**src/rv_isa_pkg.sv**
```systemverilog
package rv_isa_pkg;

    localparam int XLEN       = 32;
    localparam int ILEN       = 32;
    localparam int REG_ADDR_W = 5;
    localparam int CSR_ADDR_W = 12;

    typedef logic [XLEN-1:0]       xlen_t;
    typedef logic [ILEN-1:0]       inst_t;
    typedef logic [REG_ADDR_W-1:0] reg_addr_t;
    typedef logic [CSR_ADDR_W-1:0] csr_addr_t;

    typedef logic [6:0] opcode_t;
    typedef logic [2:0] funct3_t;
    typedef logic [6:0] funct7_t;

    // major opcodes, inst[6:0]
    localparam opcode_t OPC_OP_IMM = 7'b0010011;
    localparam opcode_t OPC_OP     = 7'b0110011;
    localparam opcode_t OPC_BRANCH = 7'b1100011;
    localparam opcode_t OPC_JAL    = 7'b1101111;
    localparam opcode_t OPC_JALR   = 7'b1100111;
    localparam opcode_t OPC_LUI    = 7'b0110111;
    localparam opcode_t OPC_AUIPC  = 7'b0010111;
    localparam opcode_t OPC_SYSTEM = 7'b1110011;

    // op-imm
    localparam funct3_t F3_ADDI  = 3'b000;
    localparam funct3_t F3_SLLI  = 3'b001;
    localparam funct3_t F3_SLTI  = 3'b010;
    localparam funct3_t F3_SLTIU = 3'b011;
    localparam funct3_t F3_XORI  = 3'b100;
    localparam funct3_t F3_SRLI  = 3'b101;
    localparam funct3_t F3_ORI   = 3'b110;
    localparam funct3_t F3_ANDI  = 3'b111;

    // op, funct7 zero only
    localparam funct3_t F3_ADD  = 3'b000;
    localparam funct3_t F3_SLL  = 3'b001;
    localparam funct3_t F3_SLT  = 3'b010;
    localparam funct3_t F3_SLTU = 3'b011;
    localparam funct3_t F3_XOR  = 3'b100;
    localparam funct3_t F3_SRL  = 3'b101;
    localparam funct3_t F3_OR   = 3'b110;
    localparam funct3_t F3_AND  = 3'b111;

    localparam funct3_t F3_BEQ  = 3'b000;
    localparam funct3_t F3_BNE  = 3'b001;
    localparam funct3_t F3_BLT  = 3'b100;
    localparam funct3_t F3_BGE  = 3'b101;
    localparam funct3_t F3_BLTU = 3'b110;
    localparam funct3_t F3_BGEU = 3'b111;

    localparam funct3_t F3_JALR = 3'b000;

    localparam funct3_t F3_CSRRW  = 3'b001;
    localparam funct3_t F3_CSRRS  = 3'b010;
    localparam funct3_t F3_CSRRC  = 3'b011;
    localparam funct3_t F3_CSRRWI = 3'b101;
    localparam funct3_t F3_CSRRSI = 3'b110;
    localparam funct3_t F3_CSRRCI = 3'b111;

    localparam funct7_t FUNCT7_BASE = 7'b0000000;

endpackage

```
**src/ex_pkg.sv**
```systemverilog
package ex_pkg;

    import rv_isa_pkg::*;

    // request as seen by the execute stage, csr_old already read upstream
    typedef struct packed {
        inst_t inst;
        xlen_t pc;
        xlen_t rs1;
        xlen_t rs2;
        xlen_t csr_old;
    } ex_req_t;

    typedef struct packed {
        logic      rd_we;
        reg_addr_t rd_addr;
        xlen_t     rd_data;
        logic      csr_we;
        csr_addr_t csr_addr;
        xlen_t     csr_wdata;
        logic      jump;
        xlen_t     jump_addr;
    } ex_rsp_t;

    typedef enum logic [3:0] {
        ALU_ADD, ALU_SLT, ALU_SLTU, ALU_XOR, ALU_OR,
        ALU_AND, ALU_SLL, ALU_SRL, ALU_PASS_B, ALU_NONE
    } alu_op_e;

    typedef enum logic [2:0] {
        BR_EQ, BR_NE, BR_LT, BR_GE, BR_LTU, BR_GEU, BR_ALWAYS
    } br_op_e;

    typedef enum logic [2:0] {
        CSR_RW, CSR_RS, CSR_RC, CSR_RWI, CSR_RSI, CSR_RCI
    } csr_op_e;

    typedef struct packed {
        alu_op_e   alu_op;
        logic      op_b_sel;   // 1: immediate, 0: rs2
        br_op_e    br_op;
        csr_op_e   csr_op;
        logic      is_branch;
        logic      is_csr;
        logic      is_jump;    // jal or jalr
        logic      is_jalr;
        logic      is_auipc;
        logic      rd_we;
        reg_addr_t rd_addr;
        csr_addr_t csr_addr;
        xlen_t     imm;
        logic [4:0] csr_uimm;
    } ex_ctrl_t;

endpackage

```
**src/ex_pipe_slot.sv**
```systemverilog
`timescale 1ns/100ps

module ex_pipe_slot #(
    parameter type payload_t = logic
) (
    input  logic     clk_i,
    input  logic     rst_n_i,
    input  logic     in_valid_i,
    output logic     in_ready_o,
    input  payload_t in_data_i,
    output logic     out_valid_o,
    input  logic     out_ready_i,
    output payload_t out_data_o
);

    logic     full_q;
    payload_t data_q;
    logic     load;

    // accept when empty or when being drained this cycle
    assign in_ready_o  = ~full_q | out_ready_i;
    assign load        = in_valid_i & in_ready_o;
    assign out_valid_o = full_q;
    assign out_data_o  = data_q;

    always_ff @(posedge clk_i) begin
        if (!rst_n_i) begin
            full_q <= 1'b0;
        end else if (load) begin
            full_q <= 1'b1;
        end else if (out_ready_i) begin
            full_q <= 1'b0; // drained, nothing new
        end
    end

    always_ff @(posedge clk_i) begin
        if (load) begin
            data_q <= in_data_i;
        end
    end

endmodule

```
**src/ex_decode.sv**
```systemverilog
`timescale 1ns/100ps

module ex_decode (
    input  rv_isa_pkg::inst_t  inst_i,
    input  rv_isa_pkg::xlen_t  rs2_data_i,
    output ex_pkg::ex_ctrl_t   ctrl_o,
    output rv_isa_pkg::xlen_t  op_b_o
);

    import rv_isa_pkg::*;
    import ex_pkg::*;

    opcode_t  opcode;
    funct3_t  funct3;
    funct7_t  funct7;
    xlen_t    imm_i, imm_b, imm_j, imm_u;
    ex_ctrl_t ctrl;

    assign opcode = inst_i[6:0];
    assign funct3 = inst_i[14:12];
    assign funct7 = inst_i[31:25];

    assign imm_i = {{20{inst_i[31]}}, inst_i[31:20]};
    assign imm_b = {{19{inst_i[31]}}, inst_i[31], inst_i[7], inst_i[30:25], inst_i[11:8], 1'b0};
    assign imm_j = {{11{inst_i[31]}}, inst_i[31], inst_i[19:12], inst_i[20], inst_i[30:21], 1'b0};
    assign imm_u = {inst_i[31:12], 12'h000};

    always_comb begin
        ctrl          = '0;  // no write, no jump
        ctrl.alu_op   = ALU_NONE;
        ctrl.br_op    = BR_ALWAYS;
        ctrl.csr_op   = CSR_RW;
        ctrl.rd_addr  = inst_i[11:7];
        ctrl.csr_addr = inst_i[31:20];
        ctrl.csr_uimm = inst_i[19:15];
        ctrl.imm      = imm_i;
        case (opcode)
            OPC_OP_IMM: begin
                ctrl.op_b_sel = 1'b1;
                ctrl.rd_we    = 1'b1;
                case (funct3)
                    F3_ADDI:  ctrl.alu_op = ALU_ADD;
                    F3_SLTI:  ctrl.alu_op = ALU_SLT;
                    F3_SLTIU: ctrl.alu_op = ALU_SLTU;
                    F3_XORI:  ctrl.alu_op = ALU_XOR;
                    F3_ORI:   ctrl.alu_op = ALU_OR;
                    F3_ANDI:  ctrl.alu_op = ALU_AND;
                    F3_SLLI, F3_SRLI: begin
                        ctrl.alu_op = (funct3 == F3_SLLI) ? ALU_SLL : ALU_SRL;
                        ctrl.imm    = {27'd0, inst_i[24:20]}; // shamt
                        ctrl.rd_we  = (funct7 == FUNCT7_BASE); // srai not supported
                    end
                    default: ctrl.rd_we = 1'b0;
                endcase
            end
            OPC_OP: begin
                ctrl.rd_we = (funct7 == FUNCT7_BASE);
                case (funct3)
                    F3_ADD:  ctrl.alu_op = ALU_ADD;
                    F3_SLL:  ctrl.alu_op = ALU_SLL;
                    F3_SLT:  ctrl.alu_op = ALU_SLT;
                    F3_SLTU: ctrl.alu_op = ALU_SLTU;
                    F3_XOR:  ctrl.alu_op = ALU_XOR;
                    F3_SRL:  ctrl.alu_op = ALU_SRL;
                    F3_OR:   ctrl.alu_op = ALU_OR;
                    F3_AND:  ctrl.alu_op = ALU_AND;
                    default: ctrl.rd_we  = 1'b0;
                endcase
            end
            OPC_BRANCH: begin
                ctrl.imm       = imm_b;
                ctrl.is_branch = 1'b1;
                case (funct3)
                    F3_BEQ:  ctrl.br_op = BR_EQ;
                    F3_BNE:  ctrl.br_op = BR_NE;
                    F3_BLT:  ctrl.br_op = BR_LT;
                    F3_BGE:  ctrl.br_op = BR_GE;
                    F3_BLTU: ctrl.br_op = BR_LTU;
                    F3_BGEU: ctrl.br_op = BR_GEU;
                    default: ctrl.is_branch = 1'b0;
                endcase
            end
            OPC_JAL: begin
                ctrl.imm     = imm_j;
                ctrl.is_jump = 1'b1;
                ctrl.rd_we   = 1'b1;
            end
            OPC_JALR: begin
                ctrl.is_jump = (funct3 == F3_JALR);
                ctrl.is_jalr = (funct3 == F3_JALR);
                ctrl.rd_we   = (funct3 == F3_JALR);
            end
            OPC_LUI: begin
                ctrl.imm      = imm_u;
                ctrl.op_b_sel = 1'b1;
                ctrl.alu_op   = ALU_PASS_B;
                ctrl.rd_we    = 1'b1;
            end
            OPC_AUIPC: begin
                ctrl.imm      = imm_u;
                ctrl.is_auipc = 1'b1;
                ctrl.rd_we    = 1'b1;
            end
            OPC_SYSTEM: begin
                ctrl.is_csr = 1'b1;
                ctrl.rd_we  = 1'b1;
                case (funct3)
                    F3_CSRRW:  ctrl.csr_op = CSR_RW;
                    F3_CSRRS:  ctrl.csr_op = CSR_RS;
                    F3_CSRRC:  ctrl.csr_op = CSR_RC;
                    F3_CSRRWI: ctrl.csr_op = CSR_RWI;
                    F3_CSRRSI: ctrl.csr_op = CSR_RSI;
                    F3_CSRRCI: ctrl.csr_op = CSR_RCI;
                    default: begin
                        ctrl.is_csr = 1'b0; // ecall, ebreak and friends
                        ctrl.rd_we  = 1'b0;
                    end
                endcase
            end
            default: ;
        endcase
    end

    assign ctrl_o = ctrl;
    assign op_b_o = ctrl.op_b_sel ? ctrl.imm : rs2_data_i;

endmodule

```
**src/ex_alu.sv**
```systemverilog
`timescale 1ns/100ps

module ex_alu (
    input  ex_pkg::alu_op_e   op_i,
    input  rv_isa_pkg::xlen_t a_i,
    input  rv_isa_pkg::xlen_t b_i,
    output rv_isa_pkg::xlen_t result_o
);

    import rv_isa_pkg::*;
    import ex_pkg::*;

    logic [4:0] shamt;
    logic       lt_s;
    logic       lt_u;

    assign shamt = b_i[4:0];
    assign lt_s  = $signed(a_i) < $signed(b_i);
    assign lt_u  = a_i < b_i;

    always_comb begin
        case (op_i)
            ALU_ADD:    result_o = a_i + b_i;
            ALU_SLT:    result_o = {31'd0, lt_s};
            ALU_SLTU:   result_o = {31'd0, lt_u};
            ALU_XOR:    result_o = a_i ^ b_i;
            ALU_OR:     result_o = a_i | b_i;
            ALU_AND:    result_o = a_i & b_i;
            ALU_SLL:    result_o = a_i << shamt;
            ALU_SRL:    result_o = a_i >> shamt;  // logical
            ALU_PASS_B: result_o = b_i;           // lui
            ALU_NONE:   result_o = '0;
            default:    result_o = '0;
        endcase
    end

endmodule

```
**src/ex_branch.sv**
```systemverilog
`timescale 1ns/100ps

module ex_branch (
    input  ex_pkg::br_op_e    op_i,
    input  logic              is_jalr_i,
    input  rv_isa_pkg::xlen_t pc_i,
    input  rv_isa_pkg::xlen_t rs1_i,
    input  rv_isa_pkg::xlen_t rs2_i,
    input  rv_isa_pkg::xlen_t imm_i,
    output logic              jump_o,
    output rv_isa_pkg::xlen_t jump_addr_o
);

    import rv_isa_pkg::*;
    import ex_pkg::*;

    xlen_t base;
    xlen_t sum;

    always_comb begin
        case (op_i)
            BR_EQ:     jump_o = (rs1_i == rs2_i);
            BR_NE:     jump_o = (rs1_i != rs2_i);
            BR_LT:     jump_o = $signed(rs1_i) < $signed(rs2_i);
            BR_GE:     jump_o = $signed(rs1_i) >= $signed(rs2_i);
            BR_LTU:    jump_o = rs1_i < rs2_i;
            BR_GEU:    jump_o = rs1_i >= rs2_i;
            BR_ALWAYS: jump_o = 1'b1;
            default:   jump_o = 1'b0;
        endcase
    end

    assign base        = is_jalr_i ? rs1_i : pc_i;
    assign sum         = base + imm_i;
    assign jump_addr_o = {sum[31:1], sum[0] & ~is_jalr_i}; // jalr clears bit 0

endmodule

```
**src/ex_csr.sv**
```systemverilog
`timescale 1ns/100ps

module ex_csr (
    input  ex_pkg::csr_op_e   op_i,
    input  rv_isa_pkg::xlen_t old_i,
    input  rv_isa_pkg::xlen_t rs1_i,
    input  logic [4:0]        uimm_i,
    output rv_isa_pkg::xlen_t wdata_o
);

    import rv_isa_pkg::*;
    import ex_pkg::*;

    xlen_t src;

    // immediate forms take the zero-extended rs1 field
    assign src = (op_i inside {CSR_RWI, CSR_RSI, CSR_RCI}) ? {27'd0, uimm_i} : rs1_i;

    always_comb begin
        case (op_i)
            CSR_RW, CSR_RWI: wdata_o = src;
            CSR_RS, CSR_RSI: wdata_o = old_i | src;
            CSR_RC, CSR_RCI: wdata_o = old_i & ~src;
            default:         wdata_o = old_i;
        endcase
    end

endmodule

```
**src/ex_stage.sv**
```systemverilog
`timescale 1ns/100ps

module ex_stage (
    input  ex_pkg::ex_req_t req_i,
    output ex_pkg::ex_rsp_t rsp_o
);

    import rv_isa_pkg::*;
    import ex_pkg::*;

    ex_ctrl_t ctrl;
    xlen_t    op_b;
    xlen_t    alu_res;
    xlen_t    br_target;
    xlen_t    csr_wdata;
    xlen_t    rd_data;
    logic     br_taken;
    logic     rd_we;
    logic     is_xfer;

    ex_decode u_decode (
        .inst_i     (req_i.inst),
        .rs2_data_i (req_i.rs2),
        .ctrl_o     (ctrl),
        .op_b_o     (op_b)
    );

    ex_alu u_alu (
        .op_i     (ctrl.alu_op),
        .a_i      (req_i.rs1),
        .b_i      (op_b),
        .result_o (alu_res)
    );

    ex_branch u_branch (
        .op_i        (ctrl.br_op),
        .is_jalr_i   (ctrl.is_jalr),
        .pc_i        (req_i.pc),
        .rs1_i       (req_i.rs1),
        .rs2_i       (req_i.rs2),
        .imm_i       (ctrl.imm),
        .jump_o      (br_taken),
        .jump_addr_o (br_target)
    );

    ex_csr u_csr (
        .op_i    (ctrl.csr_op),
        .old_i   (req_i.csr_old),
        .rs1_i   (req_i.rs1),
        .uimm_i  (ctrl.csr_uimm),
        .wdata_o (csr_wdata)
    );

    always_comb begin
        if (ctrl.is_jump) begin
            rd_data = req_i.pc + 32'd4;  // link address
        end else if (ctrl.is_csr) begin
            rd_data = req_i.csr_old;
        end else if (ctrl.is_auipc) begin
            rd_data = br_target;         // pc + imm from the target adder
        end else begin
            rd_data = alu_res;
        end
    end

    assign rd_we   = ctrl.rd_we & (ctrl.rd_addr != '0);
    assign is_xfer = ctrl.is_branch | ctrl.is_jump;

    // payload fields read as zero when their enable is low
    always_comb begin
        rsp_o.rd_we     = rd_we;
        rsp_o.rd_addr   = rd_we ? ctrl.rd_addr : '0;
        rsp_o.rd_data   = rd_we ? rd_data : '0;
        rsp_o.csr_we    = ctrl.is_csr;
        rsp_o.csr_addr  = ctrl.is_csr ? ctrl.csr_addr : '0;
        rsp_o.csr_wdata = ctrl.is_csr ? csr_wdata : '0;
        rsp_o.jump      = is_xfer & br_taken;
        rsp_o.jump_addr = is_xfer ? br_target : '0;
    end

endmodule

```
**src/ex_top.sv**
```systemverilog
`timescale 1ns/100ps

module ex_top (
    input  logic            clk_i,
    input  logic            rst_n_i,
    input  logic            req_valid_i,
    output logic            req_ready_o,
    input  ex_pkg::ex_req_t req_i,
    output logic            rsp_valid_o,
    input  logic            rsp_ready_i,
    output ex_pkg::ex_rsp_t rsp_o
);

    import ex_pkg::*;

    ex_req_t req_q;
    ex_rsp_t rsp_d;
    logic    req_q_valid;
    logic    rsp_slot_ready;

    ex_pipe_slot #(.payload_t(ex_req_t)) u_req_slot (
        .clk_i       (clk_i),
        .rst_n_i     (rst_n_i),
        .in_valid_i  (req_valid_i),
        .in_ready_o  (req_ready_o),
        .in_data_i   (req_i),
        .out_valid_o (req_q_valid),
        .out_ready_i (rsp_slot_ready),
        .out_data_o  (req_q)
    );

    ex_stage u_stage (
        .req_i (req_q),
        .rsp_o (rsp_d)
    );

    ex_pipe_slot #(.payload_t(ex_rsp_t)) u_rsp_slot (
        .clk_i       (clk_i),
        .rst_n_i     (rst_n_i),
        .in_valid_i  (req_q_valid),
        .in_ready_o  (rsp_slot_ready),
        .in_data_i   (rsp_d),
        .out_valid_o (rsp_valid_o),
        .out_ready_i (rsp_ready_i),
        .out_data_o  (rsp_o)
    );

endmodule

```
**config.mk**
```make
export PLATFORM = sky130hd
export DESIGN_NAME = ex_top
export DESIGN_NICKNAME = d
export VERILOG_FILES = /design/src/rv_isa_pkg.sv /design/src/ex_pkg.sv /design/src/ex_pipe_slot.sv /design/src/ex_decode.sv /design/src/ex_alu.sv /design/src/ex_branch.sv /design/src/ex_csr.sv /design/src/ex_stage.sv /design/src/ex_top.sv
export SDC_FILE = /design/constraint.sdc
export NUM_CORES = 1
export LEC_CHECK = 0
export BUFFER_PORTS_ARGS = -buffer_cell sky130_fd_sc_hd__clkbuf_2
export CAP_MARGIN = 20
export CORE_ASPECT_RATIO = 0.8
export CORE_MARGIN = 5
export CORE_UTILIZATION = 35
export CTS_BUF_LIST = sky130_fd_sc_hd__clkbuf_16
export DETAILED_ROUTE_END_ITERATION = 12
export PLACE_DENSITY = 0.64
export SYNTH_ARGS = -nofsm -noshare
export SYNTH_HDL_FRONTEND = slang
export SYNTH_HIERARCHICAL = 1
export SYNTH_SLANG_ARGS = --single-unit
```
**constraint.sdc**
```tcl
create_clock -name clk_i -period 6 [get_ports clk_i]
set_input_delay 0.6 -clock clk_i [delete_from_list [all_inputs] [get_ports clk_i]]
set_output_delay 0.6 -clock clk_i [all_outputs]
set_load 0.1 [all_outputs]
```
==> impl_metrics.ini <==
[run]
drv_cap = 0

[detailed_routing]
first_pass_iters = 7
vias = 21900
drtIter0Drc = 3542
viasPerCell = 6.04
drc = 0
antenna_left = 0
finalWirelength_um = 99500
wl_per_cell_um = 27.5

[worst_setup_path]
cp_top_family = multiplexers
r2r-end = u_rsp_slot/out_data_o[96]
arrival_ps = 6090
cp_num_buf_inv = 1
critPathRequiredTime_ps = 6300
cp_max_fo = 88
reg2regPathDepth = 16
cp_slowest_cell = a221oi_1
critPathMaxStageDelay_ps = 550
crit_chain = nand4bb_4 > or3_1 > mux2i_1 > mux2_4 > buf_12 > mux2_2 > mux2i_1 > a21oi_1 > nor2_1 > a21oi_1 > a221oi_1 > nand3_1 > mux2_2 > mux2_2 > o21ai_0 > a21oi_1
worstSetupStartpointType = flop
criticalPathCategory = reg -> reg
crit_path_end_kind = flop
regToRegStartpoint = u_req_slot/out_data_o[130]
ff2ff_setup_slack_ps = 210

[sta]
setup_viol = 0
min_period_ps = 5790
max_clock_freq_mhz = 173
maxSlewHeadroom_pct = 25.5
rsz0062_at_grt = no
hold_viol_final = 0
report.final.slew_viol_count = 0
fin_skew_ps = 14.6
finalSetupTns_ps = 0
finalCritPeriodShare_pct = 96.5
tightest_slew_ps = 1120
fin_ws_ps = 211

[power]
p_switching_mw = 2.14
power_mw = 6.12
intPower_mw = 3.97
switching_share_pct = 35.1
ir_drop_mv = 0.276
p_per_area_nw_per_um2 = 227
p_comb_share_pct = 28.9
seqPwrFrac_pct = 39.4
leakagePower_nw = 10.8
pwr-share-clk_pct = 31.8

[place]
dpl.hpwl_um = 77100
place_ws_ps = 513
dp_cells = 3565
portBuffers = 281
place_congestion = 1.07

[synthesis]
ys_seq_elements = 278
yosysWarnings = 6
synthArstFlopShare_pct = 0
synth.distinct_cells = 109
syn_area_um2 = 23700
avgSynthCellArea_um2 = 9.58
synth_seq_area_share_pct = 35.1
synth_edf_count = 276
syn_nets = 2805
synth-main-ff-cell = edfxtp_1
synth_top_area_share_pct = 34.9
synthCells = 2478
synth_largest_area_cell = edfxtp_1
synth_area_leaders = edfxtp_1 (35%), ha_1 (8.5%), mux2_2 (4.2%)

[finish]
fin_nets = 3009
drive_gt1_share_pct = 21.5
nFillCells = 6734
area_growth_pct = 13.7
multi_input_area_um2 = 13900
stdcell_count = 3619
regArea_um2 = 8330

[grt]
grtUsageTotal_pct = 25.8
grt_start_max_net_pins = 89
grt_pass1_vias = 20100
antenna_found_initial = 9
overflow = 0
grt_pass1_wl_um = 141000

[floorplanning]
coreArea_um2 = 67200
die_area_um2 = 73200
ioPinCount = 282
start_util_pct = 35.3
die_h_um = 243
rows = 85
die_w_um = 301

[clocking]
insertion_delay_ps = 580
cts_tree = yes
post-cts-setup-buffers = 0
cts.clk_slew.worst_paths_ps = 70
cts_made_buffers = 28
cts_buffer_depth = 3
clock_sinks = 278
cts_resized = 0
cts_max_level = 1
root_buffer = clkbuf_16
postCtsHoldBufs = 0

[hold_path]
hold_end = u_req_slot/out_data_o[71]
whs_path_depth = 1
hold_class = in -> reg
hp-start = req_i[71]

[run_status]
status = finished clean
cells in the final DEF (no fill, tap or decap), types with 26 or more instances in the layout:
cell type	netlist	routed
a211oi_1	38	38
a21o_1	47	47
a21oi_1	141	140
a22oi_1	55	55
and2_1	60	60
buf_4	37	81
clkbuf_16	0	29
clkbuf_2	2	281
edfxtp_1	276	276
ha_1	161	161
inv_1	149	151
mux2_2	89	88
mux2i_1	88	88
mux4_2	37	37
nand2_1	174	174
nand3_1	39	39
nand4_1	26	26
nor2_1	169	165
nor2b_1	48	48
nor3_1	49	49
o211ai_1	30	30
o21ai_0	173	172
o2bb2ai_1	35	35
xnor2_1	55	55
logic make-up (layout without fill, tap and decap cells):
group,after synthesis,after routing,share of synthesized area [%]
fa+ha+maj,163,163,8.65
xor+xnor,79,79,2.91
simple gates,675,675,14.5
other cells,0,5,0
flops,278,278,35.1
compound gates,725,725,20.5
buf+inv,341,564,6.71
mux,217,217,11.6
cells in the mapped netlist (9+ instances only):
cell       number
nand2b_1       24
nor2_1        169
o22ai_1        12
a221oi_1       21
buf_2          42
o211ai_1       30
a211oi_1       38
a22oi_1        55
and2_1         60
nand2_1       174
o21a_1         12
buf_1          14
a311oi_1        9
o21bai_1       12
or3_1          10
buf_4          37
o2bb2ai_1      35
a2bb2oi_1      13
buf_6           9
ha_1          161
and3_1         11
a21oi_1       141
nor2b_1        48
xnor2_1        55
mux2_2         89
a221o_1        11
nand4_1        26
o21ai_0       173
xor2_1         24
o21ai_1        17
mux2i_1        88
a31oi_1        18
nor4_1         14
inv_1         149
nor3_1         49
edfxtp_1      276
o221ai_1       10
mux4_2         37
a21o_1         47
clkbuf_1       79
nand3_1        39
through the flow:
step / hold slack (ps) / area [um2] / util [%]
6_report: 194 / 27000 / 40.2
5_1_grt: 167 / 27000 / 40.1
4_1_cts: 158 / 27000 / 40.1
3_5_place_dp: 498 / 26000 / 38.6
3_3_place_gp: 492 / 26000 / 38.6
2_1_floorplan: 480 / 23700 / -
power by group through the flow:
stage / Combinational, mW / Sequential [mW] / Clock, mW
global route: 1.85 / 2.41 / 2.08
detailed placement: 1.70 / 2.44 / 0
finish: 1.77 / 2.41 / 1.94
floorplan: 0.915 / 2.67 / 0
global placement: 1.70 / 2.44 / 0
CTS: 1.71 / 2.40 / 1.99
area by class of cell:
class,count,area share [%]
multi-input combinational,1859,51.4
clock buffer,29,2.69
tap,913,4.23
clock inverter,20,1.04
timing repair buffer,364,7.61
antenna,5,0.0464
inverter,151,2.10
sequential,278,30.9
worst register-to-register path, cell delays in order (launching register included):
cell and delay, ps:
edfxtp_1 510, nand4bb_4 320, or3_1 510, mux2i_1 410, mux2_4 350, buf_12 400
mux2_2 520, mux2i_1 350, a21oi_1 160, nor2_1 160, a21oi_1 90, a221oi_1 560
nand3_1 280, mux2_2 370, mux2_2 260, o21ai_0 180, a21oi_1 70
how the worst max path moves through the flow:
stage / from / to / slack, ps / cells past startpoint
floorplan: u_req_slot/out_data_o[130] / u_rsp_slot/out_data_o[108] / 600 / 22
global placement: u_req_slot/out_data_o[130] / u_rsp_slot/out_data_o[87] / 580 / 15
detailed placement: u_req_slot/out_data_o[140] / u_rsp_slot/out_data_o[98] / 510 / 16
CTS: u_req_slot/out_data_o[140] / u_rsp_slot/out_data_o[98] / 480 / 16
global route: u_req_slot/out_data_o[129] / u_rsp_slot/out_data_o[106] / 40 / 20
finish: u_req_slot/out_data_o[130] / u_rsp_slot/out_data_o[96] / 210 / 16
flip-flops by register name, summed over array words and instances (netlist names):
| name | cells |
|---|---|
| u_req_slot/out_data_o | 160 |
| u_req_slot/out_valid_o | 1 |
| u_rsp_slot/out_data_o | 116 |
| u_rsp_slot/out_valid_o | 1 |
layer usage:
metal | wire (um) | track usage, % | up-vias
met5 | 22 | 0 | -
met4 | 3330 | 6.88 | 4
met3 | 14100 | 9.61 | 198
met2 | 40900 | 36.7 | 1545
met1 | 41200 | 36.7 | 10500
li1 | - | - | 9648
(Power assumes the default switching activity.)
